## src/dcache_macros.svh

```systemverilog
`ifndef DCACHE_MACROS_SVH
`define DCACHE_MACROS_SVH

// byte address width
`define DCACHE_ADDR_W 32

// bytes per cache line
`define DCACHE_LINE_BYTES 16

// sets per way
`define DCACHE_NSET 64

// associativity
`define DCACHE_NWAY 2

// replacement lfsr width
`define DCACHE_LFSR_W 16

`endif
```

## src/dcache_pkg.sv

```systemverilog
`default_nettype none

`include "dcache_macros.svh"

package dcache_pkg;

    typedef logic [`DCACHE_ADDR_W-1:0] addr_t;
    typedef logic [31:0] word_t;
    // all zeros marks a load
    typedef logic [3:0] strb_t;
    typedef logic [`DCACHE_LINE_BYTES*8-1:0] line_t;
    typedef logic [`DCACHE_LINE_BYTES-1:0] line_strb_t;

    typedef logic [`DCACHE_ADDR_W-$clog2(`DCACHE_NSET)-$clog2(`DCACHE_LINE_BYTES)-1:0] tag_t;
    typedef logic [$clog2(`DCACHE_NSET)-1:0] index_t;
    typedef logic [$clog2(`DCACHE_LINE_BYTES/4)-1:0] word_sel_t;
    typedef logic [$clog2(`DCACHE_NWAY)-1:0] way_t;
    typedef logic [`DCACHE_NWAY-1:0] way_mask_t;

    // {dirty, valid, tag}
    typedef logic [$bits(tag_t)+1:0] tag_entry_t;

    typedef enum logic [1:0] {
        MS_IDLE,
        MS_WB_REQ,
        MS_REFILL_REQ,
        MS_REFILL_WAIT
    } miss_state_t;

endpackage

`default_nettype wire

```

## src/dcache_ifs.sv

```systemverilog
`timescale 1ns/10ps
`default_nettype none

`include "dcache_macros.svh"

// array write port, takes effect on the next edge
interface array_wr_if import dcache_pkg::*; ();
    logic       wr_en;
    way_t       way;
    index_t     index;
    tag_entry_t entry;
    logic       tag_we;
    line_t      line;
    line_strb_t line_be;

    modport lookup (output wr_en, way, index, entry, tag_we, line, line_be);
    modport store (input wr_en, way, index, entry, tag_we, line, line_be);
endinterface

interface miss_if import dcache_pkg::*; ();
    logic                                miss_valid;
    addr_t                               miss_addr;
    tag_entry_t [`DCACHE_NWAY-1:0]       victim_entry;
    line_t [`DCACHE_NWAY-1:0]            victim_line;
    logic                                refill_valid;
    way_t                                refill_way;
    line_t                               refill_line;

    modport lookup (
        output miss_valid, miss_addr, victim_entry, victim_line,
        input  refill_valid, refill_way, refill_line
    );
    modport miss (
        input  miss_valid, miss_addr, victim_entry, victim_line,
        output refill_valid, refill_way, refill_line
    );
endinterface

`default_nettype wire

```

## src/dcache_lookup.sv

```systemverilog
`timescale 1ns/10ps
`default_nettype none

`include "dcache_macros.svh"

module dcache_lookup
    import dcache_pkg::*;
(
    input  wire                            clk,
    input  wire                            rst,
    input  wire                            req_valid_i,
    input  addr_t                          req_addr_i,
    input  strb_t                          req_wstrb_i,
    input  word_t                          req_wdata_i,
    output logic                           req_ready_o,
    output logic                           resp_valid_o,
    output word_t                          resp_rdata_o,
    input  wire                            init_done_i,
    output index_t                         rd_index_o,
    input  tag_entry_t [`DCACHE_NWAY-1:0]  rd_entry_i,
    input  line_t [`DCACHE_NWAY-1:0]       rd_line_i,
    array_wr_if.lookup                     wr,
    miss_if.lookup                         miss
);

    localparam int OFF_W = $clog2(`DCACHE_LINE_BYTES);
    localparam int TAG_W = $bits(tag_t);

    logic      s1_valid;
    addr_t     s1_addr;
    strb_t     s1_wstrb;
    word_t     s1_wdata;
    logic      s2_valid;
    addr_t     s2_addr;
    strb_t     s2_wstrb;
    word_t     s2_wdata;

    tag_t      s2_tag;
    index_t    s2_index;
    word_sel_t s2_word;
    logic      s2_store;

    way_mask_t  hit_mask;
    way_t       hit_way;
    logic       hit;
    logic       lookup_act;
    logic       hit_now;
    logic       miss_now;
    logic       miss_pend;
    logic       stall;
    line_t      sel_line;
    line_strb_t store_be;
    line_t      store_line;
    line_t      refill_merged;

    assign stall       = s2_valid && (miss_now || (miss_pend && !miss.refill_valid));
    assign req_ready_o = init_done_i && !stall;

    always_ff @(posedge clk) begin
        if (rst) begin
            s1_valid <= 1'b0;
            s2_valid <= 1'b0;
        end else if (!stall) begin
            s1_valid <= req_valid_i && req_ready_o;
            s2_valid <= s1_valid;
        end
    end

    always_ff @(posedge clk) begin
        if (!stall) begin
            s1_addr  <= req_addr_i;
            s1_wstrb <= req_wstrb_i;
            s1_wdata <= req_wdata_i;
            s2_addr  <= s1_addr;
            s2_wstrb <= s1_wstrb;
            s2_wdata <= s1_wdata;
        end
    end

    // stage 1 keeps reading while held, so refill data is seen
    assign rd_index_o = s1_addr[OFF_W +: $bits(index_t)];

    assign s2_tag   = s2_addr[`DCACHE_ADDR_W-1 -: TAG_W];
    assign s2_index = s2_addr[OFF_W +: $bits(index_t)];
    assign s2_word  = s2_addr[2 +: $bits(word_sel_t)];
    assign s2_store = |s2_wstrb;

    always_comb begin
        hit_way = '0;
        for (int w = 0; w < `DCACHE_NWAY; w++) begin
            hit_mask[w] = rd_entry_i[w][TAG_W] && (rd_entry_i[w][TAG_W-1:0] == s2_tag);
            if (hit_mask[w]) begin
                hit_way = way_t'(w);
            end
        end
    end

    // array data belongs to stage 2 only in its first cycle
    assign hit        = |hit_mask;
    assign lookup_act = s2_valid && !miss_pend;
    assign hit_now    = lookup_act && hit;
    assign miss_now   = lookup_act && !hit;

    assign store_be   = line_strb_t'(s2_wstrb) << {s2_word, 2'b00};
    assign store_line = {(`DCACHE_LINE_BYTES/4){s2_wdata}};

    always_comb begin
        for (int b = 0; b < `DCACHE_LINE_BYTES; b++) begin
            refill_merged[b*8 +: 8] = store_be[b] ? store_line[b*8 +: 8]
                                                  : miss.refill_line[b*8 +: 8];
        end
    end

    always_comb begin
        wr.wr_en   = 1'b0;
        wr.way     = hit_way;
        wr.index   = s2_index;
        wr.entry   = {1'b1, 1'b1, s2_tag};
        wr.tag_we  = 1'b0;
        wr.line    = store_line;
        wr.line_be = '0;
        if (miss.refill_valid) begin
            wr.wr_en   = 1'b1;
            wr.way     = miss.refill_way;
            wr.entry   = {s2_store, 1'b1, s2_tag};
            wr.tag_we  = 1'b1;
            wr.line    = refill_merged;
            wr.line_be = '1;
        end else if (hit_now && s2_store) begin
            wr.wr_en   = 1'b1;
            wr.tag_we  = 1'b1;
            wr.line_be = store_be;
        end
    end

    always_ff @(posedge clk) begin
        if (rst) begin
            miss_pend <= 1'b0;
        end else if (miss.refill_valid) begin
            miss_pend <= 1'b0;
        end else if (miss_now) begin
            miss_pend <= 1'b1;
        end
    end

    // victim set is captured before stage 1 takes the read port back
    always_ff @(posedge clk) begin
        if (miss_now) begin
            miss.victim_entry <= rd_entry_i;
            miss.victim_line  <= rd_line_i;
        end
    end

    assign miss.miss_valid = miss_pend;
    assign miss.miss_addr  = s2_addr;

    assign sel_line     = miss.refill_valid ? miss.refill_line : rd_line_i[hit_way];
    assign resp_valid_o = hit_now || miss.refill_valid;
    assign resp_rdata_o = s2_store ? '0 : sel_line[{s2_word, 5'b00000} +: 32];

endmodule

`default_nettype wire

```

## src/flat_wrapper.sv

```systemverilog
// flat-port wrapper written by rule: the top's interface ports become plain ports
module dcache_lookup_flat import dcache_pkg::*;
  (clk, rst, req_valid_i, req_addr_i, req_wstrb_i, req_wdata_i, req_ready_o, resp_valid_o, resp_rdata_o, init_done_i, rd_index_o, rd_entry_i, rd_line_i, wr_wr_en, wr_way, wr_index, wr_entry, wr_tag_we, wr_line, wr_line_be, miss_miss_valid, miss_miss_addr, miss_victim_entry, miss_victim_line, miss_refill_valid, miss_refill_way, miss_refill_line);
  array_wr_if wr_i ();
  miss_if miss_i ();
  input  wire clk;
  input  wire rst;
  input  wire req_valid_i;
  input  addr_t req_addr_i;
  input  strb_t req_wstrb_i;
  input  word_t req_wdata_i;
  output logic req_ready_o;
  output logic resp_valid_o;
  output word_t resp_rdata_o;
  input  wire init_done_i;
  output index_t rd_index_o;
  input  tag_entry_t [`DCACHE_NWAY-1:0] rd_entry_i;
  input  line_t [`DCACHE_NWAY-1:0] rd_line_i;
  output wire logic [$bits(wr_i.wr_en)-1:0] wr_wr_en;
  output wire logic [$bits(wr_i.way)-1:0] wr_way;
  output wire logic [$bits(wr_i.index)-1:0] wr_index;
  output wire logic [$bits(wr_i.entry)-1:0] wr_entry;
  output wire logic [$bits(wr_i.tag_we)-1:0] wr_tag_we;
  output wire logic [$bits(wr_i.line)-1:0] wr_line;
  output wire logic [$bits(wr_i.line_be)-1:0] wr_line_be;
  output wire logic [$bits(miss_i.miss_valid)-1:0] miss_miss_valid;
  output wire logic [$bits(miss_i.miss_addr)-1:0] miss_miss_addr;
  output wire logic [$bits(miss_i.victim_entry)-1:0] miss_victim_entry;
  output wire logic [$bits(miss_i.victim_line)-1:0] miss_victim_line;
  input wire logic [$bits(miss_i.refill_valid)-1:0] miss_refill_valid;
  input wire logic [$bits(miss_i.refill_way)-1:0] miss_refill_way;
  input wire logic [$bits(miss_i.refill_line)-1:0] miss_refill_line;
  assign wr_wr_en = wr_i.wr_en;
  assign wr_way = wr_i.way;
  assign wr_index = wr_i.index;
  assign wr_entry = wr_i.entry;
  assign wr_tag_we = wr_i.tag_we;
  assign wr_line = wr_i.line;
  assign wr_line_be = wr_i.line_be;
  assign miss_miss_valid = miss_i.miss_valid;
  assign miss_miss_addr = miss_i.miss_addr;
  assign miss_victim_entry = miss_i.victim_entry;
  assign miss_victim_line = miss_i.victim_line;
  assign miss_i.refill_valid = miss_refill_valid;
  assign miss_i.refill_way = miss_refill_way;
  assign miss_i.refill_line = miss_refill_line;
  dcache_lookup u_core (.clk(clk), .rst(rst), .req_valid_i(req_valid_i), .req_addr_i(req_addr_i), .req_wstrb_i(req_wstrb_i), .req_wdata_i(req_wdata_i), .req_ready_o(req_ready_o), .resp_valid_o(resp_valid_o), .resp_rdata_o(resp_rdata_o), .init_done_i(init_done_i), .rd_index_o(rd_index_o), .rd_entry_i(rd_entry_i), .rd_line_i(rd_line_i), .wr(wr_i), .miss(miss_i));
endmodule
```

## config.mk

```make
export PLATFORM = sky130hd
export DESIGN_NAME = dcache_lookup_flat
export DESIGN_NICKNAME = d
export VERILOG_FILES = /design/src/dcache_pkg.sv /design/src/dcache_ifs.sv /design/src/dcache_lookup.sv /design/src/flat_wrapper.sv
export VERILOG_INCLUDE_DIRS = /design/src
export SDC_FILE = /design/constraint.sdc
export NUM_CORES = 1
export LEC_CHECK = 0
export ABC_CLOCK_PERIOD_IN_PS = 20100
export BUFFER_PORTS_ARGS = -buffer_cell sky130_fd_sc_hd__buf_2
export CORE_AREA = 2 2 416 418
export DETAILED_ROUTE_END_ITERATION = 7
export DIE_AREA = 0 0 418 420
export PLACE_DENSITY_LB_ADDON = 0.2
export SLEW_MARGIN = 25
export SYNTH_ARGS = -nofsm -noshare
export SYNTH_HDL_FRONTEND = slang
export SYNTH_SLANG_ARGS = --single-unit
```

## constraint.sdc

```tcl
create_clock -name clk -period 20.1 [get_ports clk]
set_input_delay 1.005 -clock clk [delete_from_list [all_inputs] [get_ports clk]]
set_output_delay 1.005 -clock clk [all_outputs]
set_load 0.02 [all_outputs]
```

# ---- Yosys cells after proc, flatten, opt, wreduce, memory -nomap -nowiden
# Cells that the tools add are included.
dict set report word_totals {
  output_inout_bits 554
  elab_cells 65
  input_bits 506
  ff_bits 443
}
dict set report op_classes {
  n_shift 2
  muxes 28
  order_cmp 1
  eq_ne 2
  reduce_logical 19
}
# cell count
set op_table {}
lappend op_table {{128-bit 2-to-1 mux} 4}
lappend op_table {{8-bit 2-to-1 mux} 16}
lappend op_table {{128-bit by 8-bit variable part select with 32-bit output} 1}
lappend op_table {{22-bit equality test} 2}
lappend op_table {{16-bit 2-to-1 mux} 2}
lappend op_table {{32-bit 2-to-1 mux} 1}
lappend op_table {{24-bit 2-to-1 mux} 1}
lappend op_table {{4-bit by 4-bit left shift with 16-bit output} 1}
lappend op_table {{1-bit logical AND} 10}
lappend op_table {{1-bit zero test} 4}
lappend op_table {{1-bit 2-to-1 mux} 4}
lappend op_table {{2-bit OR reduction} 2}
lappend op_table {{4-bit OR reduction} 1}
lappend op_table {{1-bit logical OR} 2}
lappend op_table {{1-bit by 2-bit less-than comparator with 1-bit output (second input constant)} 1}

# ---- Depth between registers and ports, before layout
# Gate-level depths: netlist of the first run.
dict set report depth {
  depth_word 10
  mapped_depth 9
  ltp_nobuf 6
}

# ---- Least setup slack after synthesis of the first run
# OpenSTA, ideal clock, no wires.
dict set report synth_timing {
  path_kind {input port to flip-flop}
  start {input rd_entry_i[34] in the netlist's numbering}
  end {register u_core.miss.victim_entry[0], enable pin}
  slack_ns 4.720
  stages 7
  setup_ns 0.974
  n_path_buf 2
  arrival_time_ns 14.406
  required_ns 19.126
  path_cell_list {xnor2_1 -> nand4_1 -> nor2_1 -> clkbuf_1 -> a32o_1 -> buf_2 -> nor2_1}
}
dict set report synth_between {
  elab_chain_cells 5
}
# item line_no
set synth_rtl {}
lappend synth_rtl {{start: declaration} flat_wrapper.sv:17} ;# input tag_entry_t [`DCACHE_NWAY-1:0] rd_entry_i;
lappend synth_rtl {{22-bit equality test} dcache_lookup.sv:91} ;# hit_mask[w] = rd_entry_i[w][TAG_W] && (rd_entry_i[w][TAG_W-1:0] == s2_tag);
lappend synth_rtl {{1-bit logical AND} dcache_lookup.sv:91}
lappend synth_rtl {{2-bit OR reduction} dcache_lookup.sv:99} ;# assign hit = |hit_mask;
lappend synth_rtl {{1-bit zero test} dcache_lookup.sv:102} ;# assign miss_now = lookup_act && !hit;
lappend synth_rtl {{1-bit logical AND} dcache_lookup.sv:102}
lappend synth_rtl {{net u_core.miss_now} dcache_lookup.sv:48} ;# logic miss_now;
lappend synth_rtl {{end signal: assignment} dcache_lookup.sv:149} ;# miss.victim_entry <= rd_entry_i;
lappend synth_rtl {{end: declaration} dcache_ifs.sv:30} ;# output miss_valid, miss_addr, victim_entry, victim_line,
# The timed path passes the listed nets, and every way through them passes these cells.
# A chain may end at the register's enable or synchronous reset.

# ---- Worst setup path in the final report of the first run
dict set report layout_timing {
  start {register u_core.s2_addr[30] (netlist: u_core.miss.miss_addr[30])}
  end {output resp_rdata_o[3]}
}
dict set report layout_between {
  elab_chain_cells 8
}
# item line_no
set layout_rtl {}
lappend layout_rtl {{start: declaration} dcache_lookup.sv:34} ;# addr_t s2_addr;
lappend layout_rtl {{start signal: assignment} dcache_lookup.sv:74} ;# s2_addr <= s1_addr;
lappend layout_rtl {{22-bit equality test} dcache_lookup.sv:91}
lappend layout_rtl {{1-bit logical AND} dcache_lookup.sv:91}
lappend layout_rtl {{1-bit 2-to-1 mux} dcache_lookup.sv:92} ;# if (hit_mask[w]) begin
lappend layout_rtl {{128-bit 2-to-1 mux (implied by the code) (2 in a row)} dcache_lookup.sv:157} ;# assign sel_line = miss.refill_valid ? miss.refill_line : rd_line_i[hit_way];
lappend layout_rtl {{128-bit 2-to-1 mux} dcache_lookup.sv:157}
lappend layout_rtl {{128-bit by 8-bit variable part select with 32-bit output} dcache_lookup.sv:159} ;# assign resp_rdata_o = s2_store ? '0 : sel_line[{s2_word, 5'b00000} +: 32];
lappend layout_rtl {{32-bit 2-to-1 mux} dcache_lookup.sv:159}
lappend layout_rtl {{end: declaration} flat_wrapper.sv:14} ;# output word_t resp_rdata_o;
# No other way between the ends. The select of a mux whose other input is x is not followed.

==> results of run 1 <==
-- cell families (layout without fill, tap and decap cells) --
logic type                after synthesis  after routing
and+or+nand+nor                       242            242
AOI/OAI and AO/OA                     404            404
buffers and inverters                 142           1199
xor gates and xnor gates               44             44
other                                   1              9
muxes                                 129            129
DFF                                   443            443
-- layer usage --
metal | vias to the layer above | share of wire, %
li1 | 7560 | -
met1 | 8879 | 41
met2 | 870 | 50
met3 | 192 | 6.2
met4 | 4 | 2.5
met5 | - | 0.016
-- power groups by stage --
stage                     Sequential (W)  Combinational (W)  Clock [W]
after CTS                        0.00112           0.000445    0.00116
after global placement           0.00113           0.000447          0
after detailed placement         0.00113           0.000444          0
after floorplan                  0.00117           0.000172          0
final                            0.00112           0.000435    0.00112
after global routing             0.00112           0.000461    0.00119
-- synthesized netlist by cell type, types with 4 or more instances --
cell type  count
a31o_1         4
nand3_1        6
nor2b_1        5
nand2_1       43
buf_4         42
buf_1          4
or4_1         33
o21ai_0       81
o21ai_1       59
a211oi_1     256
mux2_2       128
clkbuf_1      79
nand4_1       10
nor2_1       135
xnor2_1       41
buf_2         14
edfxtp_1     440
-- cell usage in the layout, fill, tap and decap left out, types with 2 or more instances in the layout --
master         n
mux2_2       128
inv_1          2
clkbuf_16     63
o21ai_0       81
xor2_1         3
xnor2_1       41
nor2_4         3
nand2b_1       2
clkinv_2      13
diode_2        8
buf_4         25
nand3_1        6
a211oi_1     255
inv_6          6
nand4_1       10
clkinv_1      15
nor2b_4        2
o21ai_1       59
dfxtp_1        3
buf_2       1057
bufinv_16      6
or4_1         33
edfxtp_1     440
nor2b_2        2
nor2_1       132
nand2_1       43
a31o_1         4
clkbuf_1       8
clkinvlp_4     2
-- state kept, by name, indices dropped and copies added, names as in the netlist --
signal	cells
u_core.s2_valid	1
u_core.s2_wstrb	4
u_core.miss.miss_valid	1
u_core.s1_addr	32
u_core.s1_valid	1
u_core.miss.victim_entry	48
u_core.s1_wstrb	4
u_core.s1_wdata	32
u_core.miss.victim_line	256
u_core.s2_wdata	32
u_core.miss.miss_addr	32
-- through the flow --
step,instance area (um^2),utilization (%)
after floorplan,19600,-
after global placement,27300,16.0
after detailed placement,27300,16.0
after CTS,29300,17.1
after global routing,29300,17.1
final,29300,17.1
-- layout make-up --
class	count	area, um^2
Antenna cell	8	20.0
Clock buffer	71	1610
Clock inverter	42	369
Fill cell	19030	142000
Inverter	3	16.3
Multi-Input combinational cell	820	5710
Sequential cell	443	13300
Tap cell	2233	2790
Timing Repair Buffer	1083	5490
-- worst paths after layout --
check        cells past startpoint                                 from  slack (ns)                             to
max                              9  u_core.miss.miss_addr[30]$_DFFE_PN_       13.78                resp_rdata_o[3]
min                              0        u_core.s1_wdata[22]$_DFFE_PN_        0.41  u_core.s2_wdata[22]$_DFFE_PN_
max reg2reg                      8  u_core.miss.miss_addr[31]$_DFFE_PN_       15.28   u_core.s1_wdata[7]$_DFFE_PN_
min reg2reg                      0        u_core.s1_wdata[22]$_DFFE_PN_        0.41  u_core.s2_wdata[22]$_DFFE_PN_
==> impl_results.md, run 1 <==
- Total CTS buffers: 61
- Crit end category: output port
- Min Tclk post-route: about 6.3 ns
- Final hold vios: 0
- Num rows: around 150
- Most used cell, CP: buf_4
- Boundary Pins: 1,060
- DP Worst Slack: 13.74 ns
- Post-synth top flop: edfxtp_1
- Largest cells by area after synthesis: edfxtp_1, a211oi_1, mux2_2, nor2_1, o21ai_0
- Unique masters post-synth: 34
- Synth Instances: around 1,400
- Clk buf depth: 3
- Residual DRC: 0
- Sw Share: 30.2%
- Overflow after GRT: 0
- Met1 Use GR: 17.9%
- Core area: 0.171 mm^2
- Vias in the first global route: 17,417
- Worst-Margin Slew: 0.984 ns
- Largest family of logic cells by synthesized area: compound AO/OA/AOI/OAI gates
- RSZ-0062 raised after global routing: no
- Final period utilization: between 30% and 40%
- Syn Area/Cell: 14.0 um^2
- Synth Net Count: 1,911
- Switch Pwr: 0.000806 W
- Wire per inst: ~29 um
- Max frequency: between 0.15 and 0.2 GHz
- Share of power burned in registers: 41.8%
- Skew-Pair Late Insertion Delay: 0.69 ns
- CP max FO: between 60 and 70
- CP startpoint kind: flip-flop
- Yosys top cell by area: edfxtp_1
- Crit path kind: reg2out
- Layout Nets: 2,918
- Grt peak-use layer: met2
- M2 GR Usage: 25.0%
- Delay of the slowest cell on the worst path: roughly 0.8 ns
- Gr usage total: 14.4%
- Hold buffer count at CTS: 0
- Area of the die: 0.176 mm^2
- WP data arrival: roughly 5.3 ns
- CTS root buf: clkbuf_16
- # resized after CTS: 0
- Pin count of the biggest net entering global routing: 73
- CP top delay family: simple AND/OR/NAND/NOR gates
- Number of max-slew violations in the final report: 0
- Initial antenna violation count: 42
- Cell Chain, Critical Path: xnor2_1 -> nand4_1 -> nor4_4 -> buf_4 -> and2_4 -> buf_4 -> a211oi_1 -> or4_1 -> buf_2
- Power per cell area: 91.1 mW/mm^2
- Peak VDD IR: 0.0718 mV
- Non-Filler Instances: roughly 4,700
- Xor/xnor share of the synthesized area: 1.96%
- Max_slew headroom: about a third
- Post-Synthesis Cell Area: 0.0196 mm^2
- Hold slack: 0.408 ns
- Hold Path Class: reg2reg
- Status: complete, no violations
- Yosys warns: 0
- Clock share of power: 41.9%
- Compound-Gate Fraction of Synth Area: between 10% and 20%
- Final setup viols: 0
- Post-Synth Adder-Cell Area: 0%
- Post-synthesis async set-or-reset flop share: 0%
- Simple-gate portion of the synthesized area: 5.64%
- Via/cell ratio: 3.72
- Register area share after synthesis: around two thirds
- CTS tree: done
- Proportion of layout cells with a drive suffix above 1: 53.4%
- Clk sink count: between 400 and 500
- Global-route wire length before repair: about 170,000 um
- Worst-path clk slew: 0.06 ns
- Synthesized flop and latch total: roughly 440
- Total power: 0.00267 W
- EDFF count, synth: 440
- Leakage: roughly 11 nW
- M3 GR Usage: approximately 3.5%
- Critical path buffers and inverters: 3
- Vias: 17,505
- Post-detail-place hpwl: 106,000 um
- Layout area overhead: 49.3%
- Starting density of the core: 11.5%
- IO buf count: ~1,100
- TritonRoute pass-1 iters: 5
- Comb pwr share: 16.3%
- Post-Route WL: 134,000 um
- Final worst slack: 13.78 ns
- Internal Power: roughly 0.0019 W
- Yosys top cell area share: 67.3%
- Final Wtd Congestion: 0.878
- Slowest CP cell: and2_4
- Max-cap viol count: 0
- Initial drt markers: 1,430
- Clock Skews: roughly 0.036 ns
- Post-synthesis mux area share: 7.40%
- H-tree depth: 2
- # Post-CTS Setup Buffers: 0
- Antenna Nets Post-Route: 0
- Placed Cells incl. Taps: 4,582
- Die width: 418 um
- WP data required: 19.09 ns
- Post-Route Setup TNS: 0 ns
- Die height: between 400 and 500 um
No activity file was read; power rests on OpenSTA's default activity.
==> run 2, diff against run 1 <==
--- a/config.mk
+++ b/config.mk
@@ -6,11 +6,12 @@
 export SDC_FILE = /design/constraint.sdc
 export NUM_CORES = 1
 export LEC_CHECK = 0
-export ABC_CLOCK_PERIOD_IN_PS = 20100
+export ABC_AREA = 1
+export ABC_CLOCK_PERIOD_IN_PS = 5600
 export BUFFER_PORTS_ARGS = -buffer_cell sky130_fd_sc_hd__buf_2
-export CORE_AREA = 2 2 416 418
+export CORE_AREA = 2 2 408 410
 export DETAILED_ROUTE_END_ITERATION = 7
-export DIE_AREA = 0 0 418 420
+export DIE_AREA = 0 0 410 412
 export PLACE_DENSITY_LB_ADDON = 0.2
 export SLEW_MARGIN = 25
 export SYNTH_ARGS = -nofsm -noshare
==> constraint.sdc (replaced) <==
create_clock -name clk -period 5.6 [get_ports clk]
set_input_delay 0.28 -clock clk [delete_from_list [all_inputs] [get_ports clk]]
set_output_delay 0.28 -clock clk [all_outputs]
set_load 0.02 [all_outputs]
==> run 2 against run 1 <==
  * Sequential share of layout area down 7.1 points
  * Register-to-register slack lost 13 ns
  * Clock power rose to 3.4 times the previous value
  * First-iteration DRC count fell by 1.4%
  * Cell area rose by 19%
  * Critical path depth is 4 higher
  * Power grew to 3.8 times the previous value
  * Combinational power rose to 4.9 times the previous value
  * Critical path type unchanged
  * Critical endpoint is now wr_line_be[1]
==> impl_results.md, run 2 <==
- Vias: about 22,000
- WP data required: roughly 5.3 ns
- Via/cell ratio: 3.81
- Core area: 0.164 mm^2
- Largest registers: u_core.miss.victim_line x256, u_core.miss.victim_entry x48
- Simple-gate portion of the synthesized area: approximately 17%
- Leakage: 15.4 nW
- Post-Synthesis Cell Area: about 0.021 mm^2
- Multi-input logic area: approximately 0.0061 mm^2
- Die width: a little over 400 um
- Unique masters post-synth: 30
- Post-synthesis async set-or-reset flop share: 0%
- CTS tree: done
- Wire per inst: 28.0 um
- H-tree depth: 2
- Gr usage total: 17.9%
- Num rows: 149
- Power per cell area: 288 mW/mm^2
- Initial antenna violation count: 37
- Synthesized flop and latch total: 443
- Largest family of logic cells by synthesized area: simple AND/OR/NAND/NOR gates
- RSZ-0062 raised after global routing: no
- Post-synth top flop: edfxtp_1
- Slowest CP cell: a21oi_1
- Hold slack: 0.300 ns
- Final period utilization: around 76%
- Layout area overhead: 63.5%
- Final Util: 21.1%
- Total CTS buffers: 58
- Vias in the first global route: ~22,000
- Area of the die: 0.169 mm^2
- Layout Nets: about 3,900
- Final Wtd Congestion: 0.893
- Clk buf depth: 3
- Synth cell count leaders: nand2_1, edfxtp_1, inv_1
- Die height: 412 um
- Top-count cell post-synth: nand2_1
- Most used cell, CP: nand2_1
- CTS root buf: clkbuf_16
- Worst-Margin Slew: approximately 1 ns
- # resized after CTS: 0
- # Post-CTS Setup Buffers: 0
- Boundary Pins: ~1,100
- Register area share after synthesis: a little over three fifths
- Critical path buffers and inverters: 2
- Worst-path clk slew: 0.06 ns
- Clock Skews: 0.0293 ns
- Max_slew headroom: 33.3%
- CP max FO: approximately 130
- Register bank with the most flops: u_core.miss.victim_line
- Residual DRC: 0
- FILL cells: 18,318
- Final worst slack: 1.34 ns
- Crit end category: output port
- Status: complete, no violations
- IO buf count: approximately 1,100
- Clk sink count: 443
- Post-Route WL: 158,000 um
- Post-synthesis mux area share: 6.57%
- Pin count of the biggest net entering global routing: 132
- Max-cap viol count: 0
- EDFF count, synth: 440
- Synth Instances: 2,028
- Register Area: 0.0133 mm^2
- Min Tclk post-route: 4.26 ns
- Final setup viols: 0
- Yosys top cell by area: edfxtp_1
- Hold buffer count at CTS: ~370
- Peak VDD IR: 0.251 mV
- Proportion of layout cells with a drive suffix above 1: 38.5%
- Xor/xnor share of the synthesized area: less than 1%
- DP Worst Slack: 1.83 ns
- Delay of the slowest cell on the worst path: 0.55 ns
- Post-Synth Adder-Cell Area: 0%
- CP startpoint kind: flip-flop
- TritonRoute pass-1 iters: 7
- Overflow after GRT: 0
- Antenna Nets Post-Route: 0
- Most common cell after layout, fill and taps aside: buf_2
- Cell Chain, Critical Path: nand2_1 -> nand2_1 -> nor2_1 -> nand2_1 -> nor2_4 -> nand3_4 -> buf_12 -> nand2_1 -> nand2_1 -> nand2_1 -> nand2_2 -> a21oi_1 -> buf_2
- Syn Area/Cell: 10.5 um^2
- Compound-Gate Fraction of Synth Area: about 4.8%
- Yosys top cell area share: 62.2%
- Largest cells by area after synthesis: edfxtp_1, nand2_1, mux2_2, inv_1, a21oi_1
- Crit path kind: reg2out
- CP top delay family: simple AND/OR/NAND/NOR gates
- Synth Net Count: about 2,500
- WP data arrival: 3.98 ns
- Max frequency: 0.235 GHz
- Most frequent cells in the layout: buf_2, nand2_1, edfxtp_1, dlygate4sd3_1, inv_1
- Post-detail-place hpwl: 128,000 um
- Number of max-slew violations in the final report: 0
- Hold Path Class: in2reg
- Yosys warns: 0
- Starting density of the core: 12.9%
- Initial drt markers: approximately 1,400
- Max FFs per register: 256
- Skew-Pair Late Insertion Delay: 0.68 ns
- Final hold vios: 0
- Global-route wire length before repair: 203,000 um
[run 2: cell types whose count changed after synthesis, moves of 33 or more]
cell / previous run / this run
buf_2: 14 / 56
nand3_1: 6 / 150
a211oi_1: 256 / 0
nand2_1: 43 / 447
a21oi_1: 1 / 163
nand4_1: 10 / 130
o21ai_1: 59 / 2
o21ai_0: 81 / 17
clkbuf_1: 79 / 39
xnor2_1: 41 / 7
nor2_1: 135 / 72
or4_1: 33 / 0
inv_1: 2 / 294
[run 2: per-layer routing]
metal,track usage (%),wire length [um]
met1,21.2,62700
met2,31.6,79500
met3,4.12,10500
met4,6.06,5570
met5,0,93
[run 2: layout make-up]
cell class | instances | share of cell area [%]
clock inverter | 37 | 1.19
antenna | 15 | 0.108
multi-input combinational | 1136 | 17.6
tap | 2189 | 7.89
inverter | 298 | 3.29
timing repair buffer | 1475 | 27.4
sequential | 443 | 38.2
clock buffer | 70 | 4.31
[run 2: worst register-to-register path: stages (launching register included)]
cell and delay, ns:
edfxtp_1 0.47, nand2_1 0.11, nand2_1 0.05, nor2_1 0.10, nand2_1 0.11, nor2_4 0.40
nand3_4 0.13, buf_12 0.28, nand3_4 0.35, nand2_1 0.19, inv_8 0.47, buf_4 0.57
[run 2: kinds of logic (layout without fill, tap and decap cells)]
family / count (synthesis) / count (layout)
muxes: 124 / 124
xor gates and xnor gates: 10 / 10
buffers and inverters: 449 / 1880
DFF: 443 / 443
AOI/OAI and AO/OA: 195 / 195
and+or+nand+nor: 806 / 806
other: 1 / 16
[run 2: per-stage QoR]
| stage | instance area (um^2) | cells | TNS (ns) | power (W) |
|---|---|---|---|---|
| finish | 34700 | 5663 | 0 | 0.0100 |
| global route | 34700 | 5652 | 0 | 0.0104 |
| CTS | 34700 | 5648 | 0 | 0.0102 |
| detailed placement | 29000 | 5167 | 0 | 0.00605 |
| global placement | 29000 | 5167 | 0 | 0.00606 |
| floorplan | 21300 | 2028 | -236.90 | 0.00495 |
[run 2: path summary, 6_finish.rpt]
path	endpoint	start	slack [ns]	cells after the start
max	wr_line_be[1]	u_core.miss.miss_addr[25]$_DFFE_PN_	1.34	13
min	u_core.s1_addr[1]$_DFFE_PN_	req_addr_i[1]	0.30	2
max reg2reg	u_core.miss.miss_addr[17]$_DFFE_PN_	u_core.miss.miss_addr[25]$_DFFE_PN_	2.08	11
min reg2reg	u_core.s2_wdata[1]$_DFFE_PN_	u_core.s1_wdata[1]$_DFFE_PN_	0.41	0
[run 2: where the power goes]
part | internal [W] | switching (W)
combinational | 0.000733 | 0.00141
clock | 0.00219 | 0.00166
sequential | 0.00387 | 0.000152
