===== config.mk =====
export PLATFORM = sky130hd
export DESIGN_NAME = dcache_miss_unit_flat
export DESIGN_NICKNAME = d
export VERILOG_FILES = /design/src/dcache_pkg.sv /design/src/dcache_ifs.sv /design/src/dcache_miss_unit.sv /design/src/flat_wrapper.sv
export VERILOG_INCLUDE_DIRS = /design/src
export SDC_FILE = /design/constraint.sdc
export NUM_CORES = 1
export LEC_CHECK = 0
export CAP_MARGIN = 30
export CELL_PAD_IN_SITES_DETAIL_PLACEMENT = 1
export CELL_PAD_IN_SITES_GLOBAL_PLACEMENT = 1
export CORE_AREA = 2 2 293 295
export CTS_BUF_LIST = sky130_fd_sc_hd__clkbuf_8
export CTS_CLUSTER_SIZE = 28
export DETAILED_ROUTE_END_ITERATION = 8
export DIE_AREA = 0 0 295 297
export DONT_BUFFER_PORTS = 1
export HOLD_SLACK_MARGIN = 0.12
export PLACE_DENSITY = 0.31
export SYNTH_ARGS = -nofsm -noshare
export SYNTH_HDL_FRONTEND = slang
export SYNTH_SLANG_ARGS = --single-unit

===== constraint.sdc =====
create_clock -name clk -period 1.9 [get_ports clk]
set_input_delay 0.19 -clock clk [delete_from_list [all_inputs] [get_ports clk]]
set_output_delay 0.19 -clock clk [all_outputs]
set_load 0.03 [all_outputs]

===== src/dcache_macros.svh =====
`ifndef DCACHE_MACROS_SVH
`define DCACHE_MACROS_SVH

// byte address width
`define DCACHE_ADDR_W 32

// bytes per cache line
`define DCACHE_LINE_BYTES 16

// sets per way
`define DCACHE_NSET 64

// associativity
`define DCACHE_NWAY 2

// replacement lfsr width
`define DCACHE_LFSR_W 16

`endif

===== src/dcache_pkg.sv =====
`default_nettype none

`include "dcache_macros.svh"

package dcache_pkg;

    typedef logic [`DCACHE_ADDR_W-1:0] addr_t;
    typedef logic [31:0] word_t;
    // all zeros marks a load
    typedef logic [3:0] strb_t;
    typedef logic [`DCACHE_LINE_BYTES*8-1:0] line_t;
    typedef logic [`DCACHE_LINE_BYTES-1:0] line_strb_t;

    typedef logic [`DCACHE_ADDR_W-$clog2(`DCACHE_NSET)-$clog2(`DCACHE_LINE_BYTES)-1:0] tag_t;
    typedef logic [$clog2(`DCACHE_NSET)-1:0] index_t;
    typedef logic [$clog2(`DCACHE_LINE_BYTES/4)-1:0] word_sel_t;
    typedef logic [$clog2(`DCACHE_NWAY)-1:0] way_t;
    typedef logic [`DCACHE_NWAY-1:0] way_mask_t;

    // {dirty, valid, tag}
    typedef logic [$bits(tag_t)+1:0] tag_entry_t;

    typedef enum logic [1:0] {
        MS_IDLE,
        MS_WB_REQ,
        MS_REFILL_REQ,
        MS_REFILL_WAIT
    } miss_state_t;

endpackage

`default_nettype wire


===== src/dcache_ifs.sv =====
`timescale 1ns/10ps
`default_nettype none

`include "dcache_macros.svh"


interface miss_if import dcache_pkg::*; ();
    logic                                miss_valid;
    addr_t                               miss_addr;
    tag_entry_t [`DCACHE_NWAY-1:0]       victim_entry;
    line_t [`DCACHE_NWAY-1:0]            victim_line;
    logic                                refill_valid;
    way_t                                refill_way;
    line_t                               refill_line;

    modport lookup (
        output miss_valid, miss_addr, victim_entry, victim_line,
        input  refill_valid, refill_way, refill_line
    );
    modport miss (
        input  miss_valid, miss_addr, victim_entry, victim_line,
        output refill_valid, refill_way, refill_line
    );
endinterface

`default_nettype wire


===== src/dcache_miss_unit.sv =====
`timescale 1ns/10ps
`default_nettype none

`include "dcache_macros.svh"

module dcache_miss_unit
    import dcache_pkg::*;
(
    input  wire         clk,
    input  wire         rst,
    miss_if.miss        miss,
    output logic        mem_req_valid_o,
    output logic        mem_req_we_o,
    output addr_t       mem_req_addr_o,
    output line_t       mem_req_wdata_o,
    input  wire         mem_req_ready_i,
    input  wire         mem_resp_valid_i,
    input  line_t       mem_resp_rdata_i
);

    localparam int OFF_W = $clog2(`DCACHE_LINE_BYTES);
    localparam int TAG_W = $bits(tag_t);

    miss_state_t               state;
    miss_state_t               state_nxt;
    logic [`DCACHE_LFSR_W-1:0] lfsr_q;
    way_t                      lfsr_way;
    way_t                      victim_way_q;
    way_t                      cur_way;
    tag_entry_t                vic_entry;
    addr_t                     wb_addr;
    addr_t                     refill_addr;

    // x^16 + x^14 + x^13 + x^11, free running
    always_ff @(posedge clk) begin
        if (rst) begin
            lfsr_q <= {{(`DCACHE_LFSR_W-1){1'b0}}, 1'b1};
        end else begin
            lfsr_q <= {lfsr_q[`DCACHE_LFSR_W-2:0],
                       lfsr_q[15] ^ lfsr_q[13] ^ lfsr_q[12] ^ lfsr_q[10]};
        end
    end

    assign lfsr_way = lfsr_q[$bits(way_t)-1:0];

    // way is taken from the lfsr only in the cycle the miss starts
    assign cur_way   = (state == MS_IDLE) ? lfsr_way : victim_way_q;
    assign vic_entry = miss.victim_entry[cur_way];

    always_ff @(posedge clk) begin
        if (rst) begin
            victim_way_q <= '0;
        end else if (state == MS_IDLE && miss.miss_valid) begin
            victim_way_q <= lfsr_way;
        end
    end

    always_ff @(posedge clk) begin
        if (rst) begin
            state <= MS_IDLE;
        end else begin
            state <= state_nxt;
        end
    end

    always_comb begin
        state_nxt = state;
        case (state)
            MS_IDLE: begin
                if (miss.miss_valid) begin
                    // dirty and valid victim goes out before the refill
                    if (vic_entry[TAG_W+1] && vic_entry[TAG_W]) begin
                        state_nxt = MS_WB_REQ;
                    end else begin
                        state_nxt = MS_REFILL_REQ;
                    end
                end
            end
            MS_WB_REQ: begin
                if (mem_req_ready_i) begin
                    state_nxt = MS_REFILL_REQ;
                end
            end
            MS_REFILL_REQ: begin
                if (mem_req_ready_i) begin
                    state_nxt = MS_REFILL_WAIT;
                end
            end
            MS_REFILL_WAIT: begin
                if (mem_resp_valid_i) begin
                    state_nxt = MS_IDLE;
                end
            end
            default: begin
                state_nxt = MS_IDLE;
            end
        endcase
    end

    assign wb_addr     = {vic_entry[TAG_W-1:0], miss.miss_addr[OFF_W +: $bits(index_t)],
                          {OFF_W{1'b0}}};
    assign refill_addr = {miss.miss_addr[`DCACHE_ADDR_W-1:OFF_W], {OFF_W{1'b0}}};

    // request fields come from held state only, so they stay stable while not ready
    always_comb begin
        mem_req_valid_o = 1'b0;
        mem_req_we_o    = 1'b0;
        mem_req_addr_o  = refill_addr;
        mem_req_wdata_o = miss.victim_line[cur_way];
        case (state)
            MS_WB_REQ: begin
                mem_req_valid_o = 1'b1;
                mem_req_we_o    = 1'b1;
                mem_req_addr_o  = wb_addr;
            end
            MS_REFILL_REQ: begin
                mem_req_valid_o = 1'b1;
            end
            default: begin
            end
        endcase
    end

    assign miss.refill_valid = (state == MS_REFILL_WAIT) && mem_resp_valid_i;
    assign miss.refill_way   = victim_way_q;
    assign miss.refill_line  = mem_resp_rdata_i;

endmodule

`default_nettype wire


===== src/flat_wrapper.sv =====
// flat-port wrapper written by rule: the top's interface ports become plain ports
module dcache_miss_unit_flat import dcache_pkg::*;
  (clk, rst, mem_req_valid_o, mem_req_we_o, mem_req_addr_o, mem_req_wdata_o, mem_req_ready_i, mem_resp_valid_i, mem_resp_rdata_i, miss_miss_valid, miss_miss_addr, miss_victim_entry, miss_victim_line, miss_refill_valid, miss_refill_way, miss_refill_line);
  miss_if miss_i ();
  input  wire clk;
  input  wire rst;
  output logic mem_req_valid_o;
  output logic mem_req_we_o;
  output addr_t mem_req_addr_o;
  output line_t mem_req_wdata_o;
  input  wire mem_req_ready_i;
  input  wire mem_resp_valid_i;
  input  line_t mem_resp_rdata_i;
  input wire logic [$bits(miss_i.miss_valid)-1:0] miss_miss_valid;
  input wire logic [$bits(miss_i.miss_addr)-1:0] miss_miss_addr;
  input wire logic [$bits(miss_i.victim_entry)-1:0] miss_victim_entry;
  input wire logic [$bits(miss_i.victim_line)-1:0] miss_victim_line;
  output wire logic [$bits(miss_i.refill_valid)-1:0] miss_refill_valid;
  output wire logic [$bits(miss_i.refill_way)-1:0] miss_refill_way;
  output wire logic [$bits(miss_i.refill_line)-1:0] miss_refill_line;
  assign miss_i.miss_valid = miss_miss_valid;
  assign miss_i.miss_addr = miss_miss_addr;
  assign miss_i.victim_entry = miss_victim_entry;
  assign miss_i.victim_line = miss_victim_line;
  assign miss_refill_valid = miss_i.refill_valid;
  assign miss_refill_way = miss_i.refill_way;
  assign miss_refill_line = miss_i.refill_line;
  dcache_miss_unit u_core (.clk(clk), .rst(rst), .miss(miss_i), .mem_req_valid_o(mem_req_valid_o), .mem_req_we_o(mem_req_we_o), .mem_req_addr_o(mem_req_addr_o), .mem_req_wdata_o(mem_req_wdata_o), .mem_req_ready_i(mem_req_ready_i), .mem_resp_valid_i(mem_resp_valid_i), .mem_resp_rdata_i(mem_resp_rdata_i));
endmodule

* After elaboration in Yosys (flattened, before gate mapping) *
Cells that the tools add are included.
Widths: inputs -> output; s select.

cells by class
  equal/unequal tests = 7
  order comparisons = 1
  mux-type cells = 14
  $mul = 0
  shift-type cells = 0
  bitwise logic cells = 3
  div/mod/pow operators = 0
  reductions and logical operators = 6
  $add $sub $neg = 0

operator list
  cell                count
  $mux 128            2
  $mux 24             2
  $mux 32             1
  $mux 2              5
  $ne 2x2->1 const B  4
  $pmux 2 s4          1
  $eq 2x2->1 const B  2
  $reduce_and 4->1    1
  $logic_and 1x1->1   3
  $mux 1              3
  $xor 1x1->1         3
  $eq 2x1->1 const B  1
  $logic_not 2->1     1
  $lt 1x2->1 const B  1
  $reduce_or 2->1     1

word-level totals
  memory bits (writable) = 0
  bits in registers = 19
  input port bits = 469
  latch bits = 0
  memory bits (read-only) = 0
  memories kept = 0
  output and inout port bits = 292

* Depth between registers and ports, before layout *
Gate-level depths: netlist of run 1.

  depth after elaboration = 8
  mapped depth = 7
  mapped depth without buffers = 5

* Worst setup path after synthesis of run 1 *
Ideal clock, no wire load.

  kind = register -> output
  from = register u_core.state[0]
  to = output port mem_req_addr_o[11]
  arrival time = 1.919 ns
  path buffers = 2
  setup slack = -0.209 ns
  stages on the path, launching flop included = 8
  cell sequence = dfxtp_1 > inv_1 > ha_1 > mux2i_4 > buf_6 > buf_6 > mux2i_1 > a21oi_1

on the way
  cells in the longest elaborated chain, start to end = 5

ends and longest elaborated chain
  what                                        line                     RTL
  from (decl)                                 dcache_miss_unit.sv:24   miss_state_t state;
  from (signal assigned)                      dcache_miss_unit.sv:62   state <= state_nxt;
  $logic_not 2->1                             dcache_miss_unit.sv:47   assign cur_way = (state == MS_IDLE) ? lfsr_way : victim_way_q;
  $mux 1                                      dcache_miss_unit.sv:47
  $mux 24 (not written as such) (2 in a row)  dcache_miss_unit.sv:48   assign vic_entry = miss.victim_entry[cur_way];
  $mux 32 *                                   dcache_miss_unit.sv:110  case (state)
  to (decl)                                   flat_wrapper.sv:9        output addr_t mem_req_addr_o;

Mark *: on every way between the ends. The rest lies on a longest branch, timed or not. The select of a mux whose other input is x is not followed.

* Worst setup path in the final report of run 1 *
  from = register u_core.state[0]
  to = output port mem_req_wdata_o[126]

on the way
  cells in the longest elaborated chain, start to end = 4

ends and longest elaborated chain
  what                                         line                     RTL
  $logic_not 2->1                              dcache_miss_unit.sv:47
  $mux 1                                       dcache_miss_unit.sv:47
  $mux 128 (not written as such) (2 in a row)  dcache_miss_unit.sv:109  mem_req_wdata_o = miss.victim_line[cur_way];
  to (decl)                                    flat_wrapper.sv:10       output line_t mem_req_wdata_o;

Every way passes these cells. The select of a mux whose other input is x is not followed.

==> impl_metrics.csv, run 1 <==
group,metric,value,unit
hold_path,holdPathStages,3,
global_route,grtUsageTotal,0.0461,
power,ir_drop,522,uV
sta,slew_viol_final,0,
sta,setup_slack,-347,ps
critical_path,worst_path_max_delay_cell,"mux2_4",
routing,postRouteAntennaNets,0,
synth,ys_seq_elements,19,
synth,synthCells,420,
hold_path,hp-start,"rst",
global_route,grt_overflow_total,0,
critical_path,cp-end-kind,"output pin",
placed_design,io_buffers,0,
critical_path,max_stage_delay,380,ps
critical_path,crit_fanout,10,
critical_path,arrival,2060,ps
critical_path,r2r_start,"u_core.state[1]",
global_route,grt_pass1_vias,3381,
critical_path,rrSetupSlack,10,ps
routing,avgRoutedWirePerCell,15.8,um
sta,fin_crit,2250,ps
critical_path,reg2reg_depth,7,
outcome,outcome,"finished with violations",
sta,fmax,445,MHz
synth,synth-seq-area-share,0.100,
power,power_density,1380,mW/mm2
power,leakage,0.00224,uW
cells_and_area,finalNetCount,820,
global_route,grt_max_degree,30,
hold_path,worstHoldPathType,"input port to flop",
synth,postSynthAreaPerCell,9.03,um2
clocking,cts_tree,"done",
cells_and_area,syn_to_final_growth,56.7,%
floorplanning,chipWidth,295,um
placed_design,placed_area,0.00462,mm2
routing,vias_per_cell,2.04,
cells_and_area,stdcell_area,0.00594,mm2
sta,setup_viol,150,
synth,yosysUniqueCellTypes,26,
sta,tightest_slew,686,ps
floorplanning,pin_count,761,
sta,min_period_over_period,1.18,
flow_run,drv_cap,0,
placed_design,dp_cells,1455,
cells_and_area,drive_above_1_share,0.748,
sta,relSlewSlack,0.541,
routing,first_iter_violations,76,
sta,finalHoldViolCount,0,
routing,num_vias,3044,
global_route,grt_antenna_before_repair,8,
routing,wirelength,23.6,mm
synth,yosys_warnings,0,
placed_design,dp_hpwl,19.0,mm
clocking,cts_htree_levels,1,
synth,syn-cell-area,0.00379,mm2
floorplanning,start_util,0.0449,
floorplanning,core.rowCount,107,
floorplanning,die_area,0.0876,mm2
critical_path,cp-startpoint,"u_core.state[0]",
cells_and_area,layout_common_cells,"mux2_4, buf_4, nor2_1",
hold_path,min_to,"u_core.state[0]",
floorplanning,fp.dieH,297,um
outcome,violations,"setup timing",
cells_and_area,fillers,9936,
clocking,path_clk_slew,70,ps
sta,skew,3.87,ps
clocking,clk_latency,250,ps
cells_and_area,final_core_util,0.0704,
placed_design,place_ws,-226,ps
cells_and_area,final_common_cell,"mux2_4",
routing,drcViolationCount,0,
floorplanning,core_area,0.0845,mm2
clocking,clockBufferDepth,2,
critical_path,worst-setup-path-type,"flop to output pin",
routing,first_pass_iters,3,
sta,rsz0062_at_grt,"yes",
placed_design,place_congestion,0.932,
clocking,clock_sinks,19,
critical_path,crit_chain,"inv_2 > ha_4 > mux2i_4 > buf_6 > buf_12 > buf_4 > buf_16 > mux2_4",
critical_path,r2r-end,"u_core.state[1]",
global_route,grt_pass1_wl,27.6,mm
clocking,cts_made_buffers,3,
cells_and_area,final_cells,1494,
clocking,cts_root_buffer,"clkbuf_8",
critical_path,startpoint_type,"flop",
critical_path,crit_required,1710,ps
==> critical path, delay by kind of cell (launching register included) <==
family     cells  cell delay, ps
fa+ha+maj      1             150
buf+inv        5             650
mux            2             620
flops          1             330
==> what timing repair did <==
action,4_1_cts,5_1_grt
resized for setup,157,50
buffers inserted,12,11
endpoints found under the setup margin,150,152
pin swaps,5,11
hold buffers,2,0
hold endpoints to repair,19,0
cloned,7,4
==> cells by family (layout without fill, tap and decap cells) <==
kind of cell,after synthesis,count (layout),share of synthesized area
fa+ha+maj,5,5,0.0165
mux,152,152,0.447
compound gates,29,29,0.0442
buf+inv,163,85,0.322
simple gates,48,48,0.0627
flops,19,19,0.100
other cells,1,9,0.000988
xor+xnor,3,3,0.00693
==> layer usage <==
layer  global-route usage  vias up  part of all wire
met5              0.00610        -            0.0044
met4               0.0180        6             0.045
met1               0.0373     1327              0.30
li1                     -     1145                 -
met3               0.0231       50              0.13
met2               0.0911      516              0.52
==> power by group <==
group / total, uW / switching, uW / internal, uW
registers: 446 / 18.0 / 428
clock network: 287 / 139 / 148
logic: 7460 / 4070 / 3400
==> through the flow <==
stage	hold slack, ps	power [uW]	setup TNS [ps]
CTS	251	7710	-43390
floorplan	262	5190	0
global placement	262	5780	-15890
global route	262	8550	-50810
detailed placement	264	5780	-16980
finish	256	8200	-36860
==> flip-flops by register name (all words and copies together), names as in the netlist <==
signal	flops
u_core.lfsr_q	16
u_core.miss.refill_way	1
u_core.state	2
==> Yosys cell counts <==
cell type	n	area, um2
a21boi_0	2	15.0
or4_1	2	15.0
buf_2	6	30.0
conb_1	1	3.75
nand2_1	3	11.3
a21oi_1	23	115
nor2b_1	18	113
o32ai_1	1	8.76
nor3_1	1	5.00
and2_1	1	6.26
o21bai_1	1	7.51
o21ba_2	1	10.0
xnor2_1	1	8.76
xor2_1	2	17.5
ha_1	5	62.6
o221a_2	1	11.3
inv_1	3	11.3
clkbuf_1	5	18.8
mux2i_4	1	22.5
nand3_1	1	5.00
mux2_2	129	1450
buf_6	11	124
nor2_1	22	82.6
buf_4	138	1040
mux2i_1	22	220
dfxtp_1	19	380
==> how the worst max path moves through the flow <==
stage / to / slack, ps
2_1_floorplan: u_core.state[1] / 9
3_3_place_gp: mem_req_wdata_o[115] / -200
3_5_place_dp: mem_req_wdata_o[115] / -230
4_1_cts: mem_req_addr_o[31] / -360
5_1_grt: mem_req_addr_o[31] / -450
6_report: mem_req_wdata_o[126] / -350
==> cell type report <==
class | count | area (um2) | area share
clock buffer | 3 | 41.3 | 0.00695
timing repair buffer | 78 | 1090 | 0.183
multi-input combinational | 241 | 2970 | 0.499
clock inverter | 1 | 7.51 | 0.00126
tap | 1144 | 1430 | 0.241
antenna | 5 | 12.5 | 0.00211
sequential | 19 | 383 | 0.0644
inverter | 3 | 11.3 | 0.00189
(Power assumes the default switching activity.)
==> inputs of run 2 (changes only) <==
--- a/config.mk
+++ b/config.mk
@@ -6,7 +6,7 @@
 export SDC_FILE = /design/constraint.sdc
 export NUM_CORES = 1
 export LEC_CHECK = 0
-export CAP_MARGIN = 30
+export CAP_MARGIN = 20
 export CELL_PAD_IN_SITES_DETAIL_PLACEMENT = 1
 export CELL_PAD_IN_SITES_GLOBAL_PLACEMENT = 1
 export CORE_AREA = 2 2 293 295
@@ -17,6 +17,7 @@
 export DONT_BUFFER_PORTS = 1
 export HOLD_SLACK_MARGIN = 0.12
 export PLACE_DENSITY = 0.31
+export SETUP_SLACK_MARGIN = 0.5
 export SYNTH_ARGS = -nofsm -noshare
 export SYNTH_HDL_FRONTEND = slang
 export SYNTH_SLANG_ARGS = --single-unit
==> run 2 against run 1 <==
Effect of this change:
- highest routed layer is now met4
- the flow still finishes with violations (setup timing)
- register-to-register slack got worse by 270 ps
- clock skew fell by 1.8 ps
- die area unchanged
- critical path type unchanged
==> impl_metrics.csv, run 2 (same netlist as run 1, synthesis figures left out) <==
group,metric,value,unit
hold_path,worstHoldPathType,"input port to flop",
sta,skew,2.06,ps
power,leakage,0.00227,uW
hold_path,hp-start,"rst",
cells_and_area,largest_reg_flops,16,
clocking,clock_sinks,19,
placed_design,dp_hpwl,21.3,mm
routing,drcViolationCount,0,
flow_run,drv_cap,0,
power,power_density,1390,mW/mm2
sta,slew_viol_final,0,
clocking,clk_latency,250,ps
critical_path,r2r_start,"u_core.state[1]",
clocking,cts_htree_levels,1,
global_route,grt_overflow_total,0,
critical_path,worst-setup-path-type,"flop to output pin",
global_route,grt_pass1_vias,3291,
cells_and_area,final_common_cell,"mux2_4",
outcome,violations,"setup timing",
critical_path,cp-end-kind,"output pin",
floorplanning,die_area,0.0876,mm2
routing,wirelength,25.8,mm
power,seqPwrFrac,0.054,
clocking,cts_made_buffers,3,
sta,rsz0062_at_grt,"yes",
clocking,cts_root_buffer,"clkbuf_8",
sta,min_period_over_period,1.20,
critical_path,arrival,2090,ps
critical_path,crit_required,1710,ps
floorplanning,fp.dieH,297,um
routing,num_vias,3057,
placed_design,place_ws,-147,ps
routing,first_iter_violations,72,
routing,postRouteAntennaNets,0,
clocking,path_clk_slew,70,ps
power,ir_drop,584,uV
cells_and_area,syn_to_final_growth,55.8,%
cells_and_area,fillers,9954,
sta,finalHoldViolCount,0,
sta,relSlewSlack,0.566,
placed_design,place_congestion,0.836,
floorplanning,start_util,0.0449,
power,switchingPower,4190,uW
critical_path,crit_fanout,10,
power,power.internal,4030,uW
critical_path,startpoint_type,"flop",
global_route,grtUsageTotal,0.0492,
floorplanning,core_area,0.0845,mm2
routing,avgRoutedWirePerCell,17.2,um
sta,finalSetupTns,-45150,ps
sta,fmax,439,MHz
cells_and_area,multi_input_area,0.00286,mm2
routing,first_pass_iters,4,
cells_and_area,seq_area,383,um2
placed_design,io_buffers,0,
cells_and_area,drive_above_1_share,0.728,
power,p_clk_frac,0.034,
clocking,clockBufferDepth,2,
global_route,grt_max_degree,33,
sta,tightest_slew,648,ps
outcome,outcome,"finished with violations",
floorplanning,chipWidth,295,um
sta,fin_crit,2280,ps
floorplanning,core.rowCount,107,
global_route,grt_antenna_before_repair,11,
cells_and_area,finalNetCount,820,
critical_path,cp-startpoint,"u_core.state[1]",
power,comb_power_share,0.911,
global_route,grt_pass1_wl,28.5,mm
sta,setup_viol,152,
cells_and_area,layout_common_cells,"mux2_4, nor2_1, a21oi_2, buf_4, buf_6",
clocking,cts_tree,"done",
cells_and_area,largest_register,"u_core.lfsr_q",
sta,setup_slack,-376,ps
routing,vias_per_cell,2.04,
power,switching_share,0.510,
floorplanning,pin_count,761,
-- run 2: cell count changes in the layout (fill, tap and decap cells not counted), moves of 4 or more --
cell     before  now
buf_4        26   22
buf_12       14   19
mux2i_1       7   13
mux2i_4       8    3
-- run 2: area by class of cell --
class / instances / share of cell area
multi-input cells: 241 / 0.484
well taps: 1144 / 0.242
repair buffers: 78 / 0.195
flip-flops and latches: 19 / 0.0648
clock buffers: 3 / 0.00699
diodes: 8 / 0.00339
inverters: 3 / 0.00233
clock inverters: 1 / 0.00127
-- run 2: repair_timing --
item | 4_1_cts | 5_1_grt
hold buffers | 2 | 0
resized for setup | 111 | 54
hold endpoints to repair | 19 | 0
endpoints found under the setup margin | 153 | 154
setup buffers | 11 | 12
pin swaps | 0 | 1
gates cloned | 3 | 6
-- run 2: through the flow --
stage	utilization	area, um2	power [uW]	hold WS, ps	std cells
final	0.0700	5910	8220	243	1497
after global routing	0.0700	5910	8590	238	1497
after CTS	0.0632	5340	7250	228	1471
after detailed placement	0.0553	4670	5910	264	1451
after global placement	0.0553	4670	5930	263	1451
after floorplan	-	4020	5360	262	423
-- run 2: critical path: stages (launching register included) --
cell	delay, ps
dfxtp_2	340
inv_4	60
ha_4	150
mux2i_4	240
buf_12	140
buf_6	90
buf_12	150
buf_16	160
mux2i_1	220
a21oi_2	90
buf_12	150
-- run 2: path summary, 6_finish.rpt --
path | to | slack (ps) | cells after the start
max | mem_req_addr_o[26] | -380 | 10
min | u_core.state[0] | 240 | 3
max reg2reg | u_core.state[1] | -260 | 10
min reg2reg | u_core.lfsr_q[15] | 440 | 1
-- run 2: layer usage --
| layer | wire [um] | vias up | track usage | share of wire |
|---|---|---|---|---|
| li1 | - | 1155 | - | - |
| met1 | 8010 | 1320 | 0.0422 | 0.31 |
| met2 | 12900 | 534 | 0.0941 | 0.50 |
| met3 | 3480 | 48 | 0.0236 | 0.13 |
| met4 | 1410 | 0 | 0.0233 | 0.055 |
| met5 | 0 | - | 0 | 0 |
-- run 2: power groups by stage --
stage          combinational [uW]  clock [uW]  sequential (uW)
2_1_floorplan                4890           0              472
3_3_place_gp                 5480           0              458
3_5_place_dp                 5450           0              458
4_1_cts                      6500         303              448
5_1_grt                      7810         331              452
6_report                     7490         283              448
==> inputs of run 3 (changes only) <==
--- a/config.mk
+++ b/config.mk
@@ -6,6 +6,7 @@
 export SDC_FILE = /design/constraint.sdc
 export NUM_CORES = 1
 export LEC_CHECK = 0
+export ABC_AREA = 1
 export CAP_MARGIN = 20
 export CELL_PAD_IN_SITES_DETAIL_PLACEMENT = 1
 export CELL_PAD_IN_SITES_GLOBAL_PLACEMENT = 1
@@ -16,7 +17,7 @@
 export DIE_AREA = 0 0 295 297
 export DONT_BUFFER_PORTS = 1
 export HOLD_SLACK_MARGIN = 0.12
-export PLACE_DENSITY = 0.31
+export PLACE_DENSITY = 0.32
 export SETUP_SLACK_MARGIN = 0.5
 export SYNTH_ARGS = -nofsm -noshare
 export SYNTH_HDL_FRONTEND = slang
==> run 3 against run 2 <==
Effect of this change:
- the run still ends with setup timing left
- first-iteration DRC count rose by 96%
- die area unchanged
- core utilization rose by 1.4 points
- fmax rose by 13%
- sequential cell count unchanged
- final area increased by 21%
- combinational power increased by 30%
- largest cell class unchanged
==> impl_metrics.csv, run 3 <==
group,metric,value,unit
clocking,cts_root_buffer,"clkbuf_8",
placed_design,place_ws,62.7,ps
synth,synth-seq-area-share,0.0999,
synth,ys_seq_elements,19,
global_route,grt_pass1_vias,4829,
power,leakage,0.00285,uW
floorplanning,core.rowCount,107,
sta,setup_viol,101,
routing,wirelength,25.4,mm
synth,postSynthAreaPerCell,5.08,um2
cells_and_area,finalNetCount,1167,
sta,skew,1.73,ps
synth,synth-simple-area-share,0.462,
global_route,grtUsageTotal,0.0487,
sta,setup_slack,-117,ps
placed_design,io_buffers,0,
floorplanning,die_area,0.0876,mm2
critical_path,max_stage_delay,350,ps
placed_design,place_congestion,0.754,
synth,yosysUniqueCellTypes,17,
routing,first_iter_violations,141,
synth,synth_xor_area_frac,0.00460,
routing,first_pass_iters,4,
synth,synth-edff-count,0,
cells_and_area,drive_above_1_share,0.555,
routing,avgRoutedWirePerCell,13.8,um
hold_path,worstHoldPathType,"input port to flop",
clocking,path_clk_slew,70,ps
sta,rsz0062_at_grt,"yes",
clocking,cts_htree_levels,1,
cells_and_area,final_core_util,0.0844,
clocking,clk_latency,250,ps
routing,vias_per_cell,2.48,
global_route,grt_overflow_total,0,
sta,tightest_slew,558,ps
placed_design,placed_area,0.00589,mm2
power,finalPower,10400,uW
sta,fin_crit,2020,ps
critical_path,cp-end-kind,"output pin",
routing,drcViolationCount,0,
sta,slew_viol_final,0,
clocking,clockBufferDepth,2,
sta,min_period_over_period,1.06,
floorplanning,fp.dieH,297,um
critical_path,crit_fanout,56,
global_route,grt_max_degree,57,
synth,synth_top_family_by_area,"simple AND/OR/NAND/NOR gates",
synth,synthArstFlopShare,0,
clocking,clock_sinks,19,
synth,yosysMostFrequentCell,"nand2_1",
clocking,cts_tree,"done",
outcome,outcome,"finished with violations",
critical_path,worst-setup-path-type,"flop to output pin",
cells_and_area,syn_to_final_growth,87.3,%
critical_path,startpoint_type,"flop",
placed_design,dp_hpwl,19.0,mm
critical_path,worst_path_max_delay_cell,"dfxtp_2",
sta,finalHoldViolCount,0,
global_route,grt_antenna_before_repair,3,
synth,yosys.area_share.adder,0.0164,
critical_path,crit_required,1710,ps
floorplanning,start_util,0.0451,
cells_and_area,fillers,10100,
critical_path,crit_chain,"inv_4 > ha_4 > inv_4 > nand2_4 > nand2_8 > buf_12 > nand2_1 > nand2_1 > buf_4",
synth,synth_commonest_cells,"nand2_1, buf_4, nor2_1",
floorplanning,chipWidth,295,um
synth,synth_top_area_cell,"nand2_1",
floorplanning,core_area,0.0845,mm2
synth,synth-compound-area-share,0.0670,
synth,yosys_warnings,0,
synth,syn-cell-area,0.00381,mm2
sta,fmax,496,MHz
power,power_density,1460,mW/mm2
cells_and_area,final_common_cell,"nand2_1",
routing,postRouteAntennaNets,0,
routing,num_vias,4554,
cells_and_area,largest_reg_flops,16,
synth,netlist.area_leader.share,0.415,
critical_path,arrival,1830,ps
synth,synth_ff_type,"dfxtp_1",
cells_and_area,layout_common_cells,"nand2_1, nand2_4, nand2_2",
outcome,violations,"setup timing",
flow_run,drv_cap,0,
clocking,cts_made_buffers,3,
floorplanning,pin_count,761,
synth,synth_area_leaders,"nand2_1, buf_4, dfxtp_1",
sta,relSlewSlack,0.627,
global_route,grt_pass1_wl,31.4,mm
cells_and_area,stdcell_area,0.00713,mm2
cells_and_area,largest_register,"u_core.lfsr_q",
synth,synth.area.mux_share,0,
synth,synthCells,749,
sta,hold_slack,145,ps
power,ir_drop,530,uV
-- run 3: cell types whose count changed after synthesis, moves of 5 or more --
| cell | before | now |
|---|---|---|
| a21oi_1 | 23 | 3 |
| nor2b_1 | 18 | 0 |
| buf_2 | 6 | 27 |
| clkbuf_1 | 5 | 10 |
| buf_6 | 11 | 0 |
| o21ai_1 | 0 | 14 |
| nand2_1 | 3 | 421 |
| mux2_2 | 129 | 0 |
| mux2i_1 | 22 | 0 |
| o21ai_0 | 0 | 34 |
| inv_1 | 3 | 29 |
| nor2_1 | 22 | 39 |
-- run 3: repair_timing --
item,4_1_cts,5_1_grt
pin swaps,13,38
hold buffers,2,0
gates cloned,6,8
buffers inserted,8,5
endpoints found under the setup margin,153,154
resized for setup,75,135
hold endpoints to repair,16,0
-- run 3: area by class of cell --
cell class | count | area, um2 | area share
repair buffers | 112 | 1500 | 0.210
flip-flops and latches | 19 | 383 | 0.0537
diodes | 2 | 5.00 | 0.000702
clock buffers | 3 | 41.3 | 0.00579
inverters | 30 | 144 | 0.0202
clock inverters | 1 | 5.00 | 0.000702
well taps | 1144 | 1430 | 0.201
multi-input cells | 527 | 3630 | 0.509
-- run 3: final timing paths --
check                   start                   end  slack [ps]  cells after the start
max reg2reg   u_core.state[1]       u_core.state[1]         260                     11
max           u_core.state[1]  mem_req_wdata_o[127]        -120                      9
min reg2reg  u_core.lfsr_q[6]      u_core.lfsr_q[7]         410                      2
min                       rst       u_core.state[0]         150                      3
-- run 3: worst max-delay path: cells and delay by family (launching register included) --
kind	cells	cell delay [ps]
flip-flops	1	350
adder cells (fa/ha/maj)	1	170
buffers and inverters	4	550
AND/OR/NAND/NOR	4	450
-- run 3: cell families after synthesis --
group / count (synthesis)
fa+ha+maj: 5
simple gates: 465
flops: 19
buf+inv: 206
xor+xnor: 2
compound gates: 51
other cells: 1
-- run 3: where the power goes --
group	internal, uW	leakage [uW]	switching (uW)	total (uW)
sequential	427	0.000155	18.7	446
clock	145	0.0000255	134	279
combinational	3410	0.00267	6310	9720
-- run 3: metrics by stage --
step | TNS (ps) | std cells
floorplan | 0 | 752
global placement | 0 | 1803
detailed placement | 0 | 1803
CTS | -8680 | 1823
global route | -16380 | 1838
finish | -3620 | 1838
-- run 3: layer usage --
layer	vias to the layer above	GRT usage	wire length (um)
met5	-	0.00111	9
met4	2	0.0126	803
met3	32	0.0220	3080
met2	438	0.0857	12400
met1	2088	0.0522	9110
li1	1994	-	-
